## src/include/or1420Ci_cfg.svh

```systemverilog
`ifndef OR1420CI_CFG_SVH
`define OR1420CI_CFG_SVH

// custom instruction numbers
`define CI_SWAP_BYTE_ID 8'd1
`define CI_PROFILE_ID 8'd12
`define CI_RGB2GRAY_ID 8'd13

// profiler
`define PROFILE_COUNTERS 4

// top bit of the reset counter marks release after 16 cycles
`define RESET_COUNT_BITS 5

// luma weights summing to 256
`define GRAY_RED_WEIGHT 8'd54
`define GRAY_GREEN_WEIGHT 8'd183
`define GRAY_BLUE_WEIGHT 8'd19

`endif
```

## src/hdl/or1420CiPkg.sv

```systemverilog
package or1420CiPkg;

  // custom instruction number
  typedef logic [7:0] ciId_t;

  // operand or result word
  typedef logic [31:0] ciWord_t;

  typedef struct packed {
    logic [4:0] red;    // top bits
    logic [5:0] green;
    logic [4:0] blue;
  } rgb565_t;

  typedef struct packed {
    logic [15:0] upperHalf;
    rgb565_t     pixel;
  } pixelView_t;

  // operand A seen as four bytes or as a pixel in the low half
  typedef union packed {
    logic [3:0][7:0] bytes;     // byte 0 least significant
    pixelView_t      pixelView;
  } ciOperand_t;

  typedef logic [31:0] profileCount_t;

endpackage

```

## src/hdl/or1420CiSubsystem.sv

```systemverilog
`timescale 1ns/1ps
`include "or1420Ci_cfg.svh"

module or1420CiSubsystem (
  input  logic                    s_systemClock,
  input  logic                    s_pllLocked,
  input  logic                    ciStart,
  input  or1420CiPkg::ciId_t      ciN,
  input  or1420CiPkg::ciOperand_t ciDataA,
  input  or1420CiPkg::ciWord_t    ciDataB,
  input  logic                    stall,
  input  logic                    busIdle,
  output logic                    ciDone,
  output or1420CiPkg::ciWord_t    ciResult,
  output logic                    resetReleased
);

  logic                         s_coreReset;
  logic                         s_pixelDone;
  or1420CiPkg::ciWord_t         s_pixelResult;
  logic                         s_profileStart;
  logic                         s_profileDone;
  or1420CiPkg::ciWord_t         s_profileResult;
  logic [`PROFILE_COUNTERS-1:0] s_enablePulse;
  logic [`PROFILE_COUNTERS-1:0] s_disablePulse;
  logic [`PROFILE_COUNTERS-1:0] s_clearPulse;
  logic [`PROFILE_COUNTERS-1:0] s_countEvent;
  or1420CiPkg::profileCount_t   s_counts [`PROFILE_COUNTERS];

  resetSequencer resetSequencer_i (
    .s_systemClock(s_systemClock),
    .s_pllLocked  (s_pllLocked),
    .coreReset    (s_coreReset),
    .resetReleased(resetReleased)
  );

  // byte swap and gray
  pixelFormatIse pixelFormatIse_i (
    .ciStart (ciStart),
    .ciN     (ciN),
    .ciDataA (ciDataA),
    .ciDone  (s_pixelDone),
    .ciResult(s_pixelResult)
  );

  profileControl profileControl_i (
    .s_systemClock(s_systemClock),
    .coreReset    (s_coreReset),
    .ciStart      (ciStart),
    .ciN          (ciN),
    .ciDataB      (ciDataB),
    .stall        (stall),
    .busIdle      (busIdle),
    .profileStart (s_profileStart),
    .enablePulse  (s_enablePulse),
    .disablePulse (s_disablePulse),
    .clearPulse   (s_clearPulse),
    .countEvent   (s_countEvent)
  );

  for (genvar i = 0; i < `PROFILE_COUNTERS; i++) begin : counterGen
    profileCounter profileCounter_i (
      .s_systemClock(s_systemClock),
      .coreReset    (s_coreReset),
      .enablePulse  (s_enablePulse[i]),
      .disablePulse (s_disablePulse[i]),
      .clearPulse   (s_clearPulse[i]),
      .countEvent   (s_countEvent[i]),
      .count        (s_counts[i])
    );
  end

  profileReadout profileReadout_i (
    .profileStart (s_profileStart),
    .counterSelect(ciDataA.bytes[0][1:0]),
    .counts       (s_counts),
    .ciDone       (s_profileDone),
    .ciResult     (s_profileResult)
  );

  // wired-OR of all units
  assign ciDone   = s_pixelDone | s_profileDone;
  assign ciResult = s_pixelResult | s_profileResult;

endmodule

```

## src/hdl/profileReadout.sv

```systemverilog
`timescale 1ns/1ps
`include "or1420Ci_cfg.svh"

module profileReadout (
  input  logic                       profileStart,
  input  logic [1:0]                 counterSelect,
  input  or1420CiPkg::profileCount_t counts [`PROFILE_COUNTERS],
  output logic                       ciDone,
  output or1420CiPkg::ciWord_t       ciResult
);

  or1420CiPkg::profileCount_t selected;

  // counts are registers, so this is the value before the instruction acts
  assign selected = counts[counterSelect];

  assign ciDone = profileStart;

  always_comb begin
    if (profileStart) begin
      ciResult = selected;
    end else begin
      ciResult = '0;  // quiet on the shared result
    end
  end

endmodule

```

## src/hdl/profileCounter.sv

```systemverilog
`timescale 1ns/1ps

module profileCounter (
  input  logic                       s_systemClock,
  input  logic                       coreReset,
  input  logic                       enablePulse,
  input  logic                       disablePulse,
  input  logic                       clearPulse,
  input  logic                       countEvent,
  output or1420CiPkg::profileCount_t count
);

  logic enableFlag;

  always_ff @(posedge s_systemClock or posedge coreReset) begin
    if (coreReset) begin
      enableFlag <= 1'b0;
      count      <= '0;
    end else begin
      if (enablePulse) begin
        enableFlag <= 1'b1;  // enable wins
      end else if (disablePulse) begin
        enableFlag <= 1'b0;
      end
      if (clearPulse) begin
        count <= '0;
      end else if (enableFlag && countEvent) begin
        count <= count + 1'b1;  // wraps at 2^32
      end
    end
  end

endmodule

```

## src/hdl/profileControl.sv

```systemverilog
`timescale 1ns/1ps
`include "or1420Ci_cfg.svh"

module profileControl (
  input  logic                         s_systemClock,
  input  logic                         coreReset,
  input  logic                         ciStart,
  input  or1420CiPkg::ciId_t           ciN,
  input  or1420CiPkg::ciWord_t         ciDataB,
  input  logic                         stall,
  input  logic                         busIdle,
  output logic                         profileStart,
  output logic [`PROFILE_COUNTERS-1:0] enablePulse,
  output logic [`PROFILE_COUNTERS-1:0] disablePulse,
  output logic [`PROFILE_COUNTERS-1:0] clearPulse,
  output logic [`PROFILE_COUNTERS-1:0] countEvent
);

  logic stallReg;
  logic busIdleReg;

  assign profileStart = ciStart && (ciN == `CI_PROFILE_ID);

  // enable, disable and clear fields of operand B
  assign enablePulse  = profileStart ? ciDataB[`PROFILE_COUNTERS-1:0] : '0;
  assign disablePulse = profileStart ?
                        ciDataB[2*`PROFILE_COUNTERS-1:`PROFILE_COUNTERS] : '0;
  assign clearPulse   = profileStart ?
                        ciDataB[3*`PROFILE_COUNTERS-1:2*`PROFILE_COUNTERS] : '0;

  // events land one cycle late
  always_ff @(posedge s_systemClock or posedge coreReset) begin
    if (coreReset) begin
      stallReg   <= 1'b0;
      busIdleReg <= 1'b0;
    end else begin
      stallReg   <= stall;
      busIdleReg <= busIdle;
    end
  end

  // cycles, stalls, bus idle, running
  assign countEvent = {~stallReg, busIdleReg, stallReg, 1'b1};

endmodule

```

## src/hdl/pixelFormatIse.sv

```systemverilog
`timescale 1ns/1ps
`include "or1420Ci_cfg.svh"

module pixelFormatIse (
  input  logic                    ciStart,
  input  or1420CiPkg::ciId_t      ciN,
  input  or1420CiPkg::ciOperand_t ciDataA,
  output logic                    ciDone,
  output or1420CiPkg::ciWord_t    ciResult
);

  logic                 swapHit;
  logic                 grayHit;
  or1420CiPkg::ciWord_t swapped;
  or1420CiPkg::rgb565_t pixel;
  logic [7:0]           red8;
  logic [7:0]           green8;
  logic [7:0]           blue8;
  logic [15:0]          graySum;

  assign swapHit = ciStart && (ciN == `CI_SWAP_BYTE_ID);
  assign grayHit = ciStart && (ciN == `CI_RGB2GRAY_ID);
  assign ciDone  = swapHit | grayHit;

  // byte k of the result is operand byte 3-k
  assign swapped = {ciDataA.bytes[0], ciDataA.bytes[1],
                    ciDataA.bytes[2], ciDataA.bytes[3]};

  assign pixel  = ciDataA.pixelView.pixel;
  assign red8   = {pixel.red, 3'b000};
  assign green8 = {pixel.green, 2'b00};
  assign blue8  = {pixel.blue, 3'b000};

  // max sum stays below 2^16
  assign graySum = 16'(red8) * 16'(`GRAY_RED_WEIGHT) +
                   16'(green8) * 16'(`GRAY_GREEN_WEIGHT) +
                   16'(blue8) * 16'(`GRAY_BLUE_WEIGHT);

  // idle unit drives zero for the wired-OR
  always_comb begin
    if (swapHit) begin
      ciResult = swapped;
    end else if (grayHit) begin
      ciResult = {24'd0, graySum[15:8]};
    end else begin
      ciResult = '0;
    end
  end

endmodule

```

## src/hdl/resetSequencer.sv

```systemverilog
`timescale 1ns/1ps
`include "or1420Ci_cfg.svh"

module resetSequencer (
  input  logic s_systemClock,
  input  logic s_pllLocked,
  output logic coreReset,
  output logic resetReleased
);

  logic [`RESET_COUNT_BITS-1:0] resetCount;

  // counts up after lock, then holds on the top bit
  always_ff @(posedge s_systemClock or negedge s_pllLocked) begin
    if (!s_pllLocked) begin
      resetCount <= '0;
    end else if (!resetCount[`RESET_COUNT_BITS-1]) begin
      resetCount <= resetCount + 1'b1;
    end
  end

  assign resetReleased = resetCount[`RESET_COUNT_BITS-1];
  assign coreReset     = ~resetReleased;  // active high

endmodule

```

## config.mk

```make
export PLATFORM = sky130hd
export DESIGN_NAME = or1420CiSubsystem
export DESIGN_NICKNAME = d
export VERILOG_FILES = /design/src/hdl/or1420CiPkg.sv /design/src/hdl/or1420CiSubsystem.sv /design/src/hdl/profileReadout.sv /design/src/hdl/profileCounter.sv /design/src/hdl/profileControl.sv /design/src/hdl/pixelFormatIse.sv /design/src/hdl/resetSequencer.sv
export VERILOG_INCLUDE_DIRS = /design/src /design/src/include
export SDC_FILE = /design/constraint.sdc
export NUM_CORES = 1
export LEC_CHECK = 0
export BUFFER_PORTS_ARGS = -buffer_cell sky130_fd_sc_hd__buf_4
export CAP_MARGIN = 20
export CORE_MARGIN = 2
export CORE_UTILIZATION = 35
export DETAILED_ROUTE_END_ITERATION = 8
export PLACE_DENSITY_LB_ADDON = 0.05
export SYNTH_ARGS = -nofsm -noshare
export SYNTH_HDL_FRONTEND = slang
export SYNTH_SLANG_ARGS = --single-unit
```

## constraint.sdc

```tcl
create_clock -name s_systemClock -period 6.74 [get_ports s_systemClock]
set_clock_uncertainty 0.2 [all_clocks]
set_input_delay 1.348 -clock s_systemClock [delete_from_list [all_inputs] [get_ports s_systemClock]]
set_output_delay 1.348 -clock s_systemClock [all_outputs]
set_load 0.05 [all_outputs]
```

==> results.cfg, run 1 <==
[routing]
drt_iter0_drc = 484
routed_wl_mm = 30.9
vias = 8405
drc_errors = 0
avgViaCountPerCell = 5.19
wl_per_cell_um = 19.1
drt-pass1-iter-count = 4
ant_nets = 0

[placed_design]
port_buffers = 90
place_ws_ns = -0.835
place_congestion = 0.805
placed_cell_area_um2 = 12100
hpwl_mm = 23.5

[synth]
syn_area_um2 = 10300
postSynthCellCount = 1058
ys_seq_area_share_pct = 33.9
async_reset_ff_share_pct = 100
syn-num-nets = 1237
synth_top_area_cell = dfrtp_1
synth-edff-count = 0
synth_ff_type = dfrtp_1
avgSynthCellArea_um2 = 9.70
synth-seq-cells = 139
ys_top_cells_by_area = dfrtp_1, ha_1, xor2_1
yosysTopAreaCellShare_pct = 33.9
yosysWarnings = 0
ys_types = 58

[worst_setup_path]
cp-start-kind = input port
critPathSlowestCell = fa_2
end_kind = output port
worstPathBufferInverterCount = 8
worstPathMaxFanout = 4
cpLargestDelayFamily = adder cells
cpMostUsedCell = fa_1
crit_arrival_ns = 5.87
slowest_delay_ns = 0.56
path_depth = 21
crit_chain = buf_12 > fa_2 > inv_2 > fa_1 > fa_1 > inv_2 > ha_4 > buf_4 > buf_6 > buf_6 > xor2_4 > fa_1 > ha_4 > o21a_1 > o2bb2ai_4 > buf_4 > nor3_4 > o21ai_2 > a211o_1 > nand2_4 > buf_8
cp.required_ns = 5.19
r2r_cells = 5
critPathKind = in2out

[flow_run]
max_cap_violations = 0

[die]
initial_core_util_pct = 35.7
core_area_um2 = 28800
chipWidth_um = 175
die_y_um = 175
rows = 62
io_pins = 111
dieArea_um2 = 30700

[global_routing]
grtUsageTotal_pct = 20.9
grt_max_degree = 72
antenna_found_initial = 0
grt_pass1_vias = 8375
grt_first_pass_wirelength_mm = 49.0
overflow = 0

[sta]
setup_viol = 8
slew_viol_final = 0
rsz0062_at_grt = yes
relSlewSlack_pct = 27.8
setup_slack_ns = -0.674
finalHoldViolations = 0
hold_ws_ns = 0.289
worst_pin_slew_ns = 1.08
period_minus_slack_ns = 7.41
min_period_over_period_pct = 110
tns_ns = -4.61
max_freq_mhz = 135

[cts]
clkSlewWorstSetupHoldPaths_ns = 0.06
clock_latency_ns = 0.43
cts_max_path_buffers = 2
cts-root-buf = clkbuf_16
cts_buffers = 17
cts_max_level = 4
cts_tree = yes
cts.sinks = 139

[cells_and_area]
layout_commonest_cell = buf_4
layout-drive-gt1-share_pct = 25.8
final_cell_mix = buf_4, dfrtp_1, nor2_1
antenna_cells = 0
nNetsFinal = 1402
final_util_pct = 45.6
final_cell_area_um2 = 13100
area_growth_pct = 27.8

[pwr]
power_density_nw_per_um2 = 399
p_leak_uw = 0.00541
peakVddDrop_mv = 0.246

[min_path]
hold_path_depth = 1
hold_class = reg2reg

[outcome]
violations = setup timing
status = finished with violations
## routing by layer
layer / wire length, um / GRT usage [%] / share of wire, % / vias up
met5: 0 / 0 / 0 / -
met4: 375 / 4.58 / 1.2 / 0
met3: 952 / 2.68 / 3.1 / 20
met2: 14600 / 33.6 / 47 / 135
met1: 15000 / 30.2 / 49 / 4195
li1: - / - / - / 4055
## flip-flops by register name, summed over array words and instances (netlist names)
register / count
counterGen.profileCounter_i.count: 128
resetSequencer_i.resetCount: 5
counterGen.profileCounter_i.enableFlag: 4
profileControl_i.busIdleReg: 1
profileControl_i.stallReg: 1
## kinds of logic (layout without fill, tap and decap cells)
logic type	count (synthesis)	in the layout	synth area share [%]
compound gates	135	135	8.90
simple gates	395	395	19.5
buf+inv	113	291	4.19
fa+ha+maj	102	102	14.3
mux	36	36	7.43
flops	139	139	33.9
xor+xnor	138	138	11.8
## where the power goes
part | internal (uW) | switching [uW]
Combinational | 1510 | 1490
Clock | 562 | 397
Sequential | 1010 | 260
## cells in the mapped netlist (2+ instances only)
master     count
a22o_1        29
xor2_1        86
nor2b_1        6
a22oi_1        7
o2111ai_1      3
or3_1         18
mux2i_1        3
a211oi_1       2
ha_1          76
buf_2          2
nand2_1       69
nand2b_1       4
clkbuf_1      31
nor4_1         9
and2_1         5
nor2_1       138
and4_1        19
nor4b_1        2
a21o_1         9
buf_1          4
nand3_1       40
mux4_2        32
o21bai_1       5
fa_1          26
o21a_1         3
nand4b_1       3
nand4_1       33
nor3_1        22
and3_1        17
o21ai_0       31
a31o_2         2
dfrtp_1      139
a21oi_1       33
xnor2_1       52
inv_1         75
## worst register-to-register path, cell delays in order (launching register included)
cell and delay, ns:
dfrtp_1 0.53, nand4_1 0.29, nor4_4 0.54, o2111ai_1 0.65, or3_1 0.56, a21oi_1 0.15
## final cells by class
cell class	instances	area, um2
Tap cell	384	480
Fill cell	2827	15700
Clock buffer	18	439
Clock inverter	14	160
Inverter	75	282
Sequential cell	139	3480
Multi-Input combinational cell	806	6810
Timing Repair Buffer	184	1460
## through the flow
| stage | total power (uW) | std cells |
|---|---|---|
| 2_1_floorplan | 2840 | 1058 |
| 3_3_place_gp | 3740 | 1582 |
| 3_5_place_dp | 3740 | 1582 |
| 4_1_cts | 5030 | 1616 |
| 5_1_grt | 5610 | 1620 |
| 6_report | 5230 | 1620 |
## worst paths after layout
| check | startpoint | end | slack (ns) |
|---|---|---|---|
| min | resetSequencer_i.resetCount[3] | resetSequencer_i.resetCount[3] | 0.29 |
| max in group asynchronous | resetSequencer_i.resetCount[4] | counterGen[0].profileCounter_i.count[1] | 4.53 |
| min reg2reg | resetSequencer_i.resetCount[3] | resetSequencer_i.resetCount[3] | 0.29 |
| max reg2reg | counterGen[2].profileCounter_i.count[6] | counterGen[2].profileCounter_i.count[30] | 3.75 |
| min in group asynchronous | resetSequencer_i.resetCount[4] | counterGen[2].profileCounter_i.count[9] | 0.44 |
| max | ciDataA[8] | ciResult[7] | -0.67 |
## timing repair
item,CTS,global route
setup endpoints to repair,8,8
hold buffers,1,0
buffers inserted,3,4
resized for setup,43,23
endpoints found under the hold margin,5,0
pin swaps,35,20
No activity file was read; power rests on OpenSTA's default activity.
==> run 2, diff against run 1 <==
--- a/config.mk
+++ b/config.mk
@@ -10,6 +10,7 @@
 export CAP_MARGIN = 20
 export CORE_MARGIN = 2
 export CORE_UTILIZATION = 35
+export CTS_BUF_LIST = sky130_fd_sc_hd__clkbuf_2 sky130_fd_sc_hd__clkbuf_4 sky130_fd_sc_hd__clkbuf_8
 export DETAILED_ROUTE_END_ITERATION = 8
 export PLACE_DENSITY_LB_ADDON = 0.05
 export SYNTH_ARGS = -nofsm -noshare
==> run 2 against run 1 <==
The run still ends with setup timing left. Global-route usage barely moved. Non-clock buffer count unchanged. Clock power shrank 26%. Power is 4.7% lower. Sequential power about the same. Utilization fell by 0.67 points. Wire length about the same. Combinational power about the same.
==> results.cfg, run 2 (synthesis gave the netlist of run 1 again) <==
[placed_design]
hpwl_mm = 23.5
port_buffers = 90
placed_cell_area_um2 = 12100
place_congestion = 0.805
place_ws_ns = -0.835

[worst_setup_path]
cp.required_ns = 5.19
crit_chain = buf_12 > fa_2 > inv_2 > fa_1 > fa_1 > inv_2 > ha_4 > buf_4 > buf_6 > buf_6 > xor2_4 > fa_1 > ha_4 > o21a_1 > o2bb2ai_4 > buf_4 > nor3_4 > o21ai_2 > a211o_1 > nand2_4 > buf_8
end_kind = output port
crit_start = ciDataA[8]
rrSetupSlack_ns = 3.80
crit_arrival_ns = 5.87
critPathSlowestCell = fa_2
worstPathMaxFanout = 4
r2r_cells = 5
cpMostUsedCell = fa_1
cpLargestDelayFamily = adder cells
critPathKind = in2out
timing.rr.start = counterGen[2].profileCounter_i.count[6]
worstPathBufferInverterCount = 8
r2r-end = counterGen[2].profileCounter_i.count[30]
cp-start-kind = input port
slowest_delay_ns = 0.56
path_depth = 21
crit_end = ciResult[7]

[cts]
cts_buffers = 17
cts.sinks = 139
clkSlewWorstSetupHoldPaths_ns = 0.09
cts_max_path_buffers = 2
cts_tree = yes
cts_max_level = 4
clock_latency_ns = 0.46
cts-root-buf = clkbuf_8

[sta]
worst_pin_slew_ns = 1.03
setup_viol = 8
period_minus_slack_ns = 7.41
finalHoldViolations = 0
min_period_over_period_pct = 110
slew_viol_final = 0
rsz0062_at_grt = yes
tns_ns = -4.60
max_freq_mhz = 135
relSlewSlack_pct = 31.5
setup_slack_ns = -0.675

[cells_and_area]
antenna_cells = 0
nNetsFinal = 1402
largest_reg_flops = 128
final_cell_area_um2 = 12900
largest_registers = counterGen.profileCounter_i.count x128, resetSequencer_i.resetCount x5, counterGen.profileCounter_i.enableFlag x4
area_growth_pct = 25.9
layout-drive-gt1-share_pct = 25.8
fill_cells = 2846
seq_area_um2 = 3480
final_cell_mix = buf_4, dfrtp_1, nor2_1
layout_commonest_cell = buf_4
multiInputGateArea_um2 = 6810
top_register = counterGen.profileCounter_i.count

[routing]
avgViaCountPerCell = 5.17
wl_per_cell_um = 19.1
ant_nets = 0
drt_iter0_drc = 545
vias = 8381
drt-pass1-iter-count = 5
routed_wl_mm = 30.9
drc_errors = 0

[die]
core_area_um2 = 28800
dieArea_um2 = 30700
initial_core_util_pct = 35.7
die_y_um = 175
chipWidth_um = 175
rows = 62
io_pins = 111

[global_routing]
overflow = 0
met1_usage_pct = 30.1
grtUsageTotal_pct = 20.9
grt_use_met3_pct = 2.55
grt-busiest-layer = met2
grt_first_pass_wirelength_mm = 49.0
met2_usage_pct = 33.7
grt_max_degree = 72
antenna_found_initial = 0
grt_pass1_vias = 8375

[min_path]
hold_class = reg2reg

[pwr]
p_sw_uw = 2110
p_leak_uw = 0.00532
internal-power_uw = 2870
swShare_pct = 42.4
seqPwrFrac_pct = 25.5
peakVddDrop_mv = 0.245
combPwrFrac_pct = 60.1
power_density_nw_per_um2 = 386
total_power_uw = 4980
clkPwrFrac_pct = 14.3

[outcome]
status = finished with violations
violations = setup timing

[flow_run]
max_cap_violations = 0
## run 2: layer usage
metal	up-vias	routed length [um]
li1	4051	-
met1	4158	15000
met2	147	14500
met3	25	973
met4	0	434
met5	-	0
## run 2: layout make-up
class	instances	area share, %
tap	384	3.72
inverter	75	2.18
multi-input combinational	806	52.7
timing repair buffer	184	11.3
sequential	139	26.9
clock inverter	14	1.24
clock buffer	18	1.92
## run 2: repair_timing
item,CTS,global route
pin swaps,35,20
hold endpoints to repair,5,0
setup endpoints to repair,8,8
setup buffers,3,4
gates resized for setup,43,23
hold buffers,1,0
## run 2: power by group through the flow
stage	clock [uW]	sequential, uW	combinational, uW
after floorplan	0	1180	1660
after global placement	0	1280	2460
after detailed placement	0	1280	2460
after CTS	734	1270	2780
after global routing	767	1310	3280
final	714	1270	3000
## run 2: worst min-delay path by stage
stage	startpoint	endpoint	cells past startpoint
floorplan	resetSequencer_i.resetCount[3]	resetSequencer_i.resetCount[3]	1
global placement	resetSequencer_i.resetCount[4]	counterGen[2].profileCounter_i.count[7]	0
detailed placement	resetSequencer_i.resetCount[4]	counterGen[2].profileCounter_i.count[7]	0
CTS	resetSequencer_i.resetCount[3]	resetSequencer_i.resetCount[3]	1
global route	resetSequencer_i.resetCount[3]	resetSequencer_i.resetCount[3]	1
finish	resetSequencer_i.resetCount[3]	resetSequencer_i.resetCount[3]	1
## run 2: per-stage QoR
stage | util (%) | cells | hold WS [ns]
floorplan | - | 1058 | 0.247
global placement | 42.1 | 1582 | -0.0476
detailed placement | 42.1 | 1582 | -0.0483
CTS | 44.4 | 1616 | 0.288
global route | 44.9 | 1620 | 0.324
finish | 44.9 | 1620 | 0.289
## run 2: worst register-to-register path, stage by stage (launching register included)
cell,delay [ns]
dfrtp_1,0.54
nand4_1,0.28
nor4_4,0.52
o2111ai_1,0.61
or3_1,0.55
a21oi_1,0.15
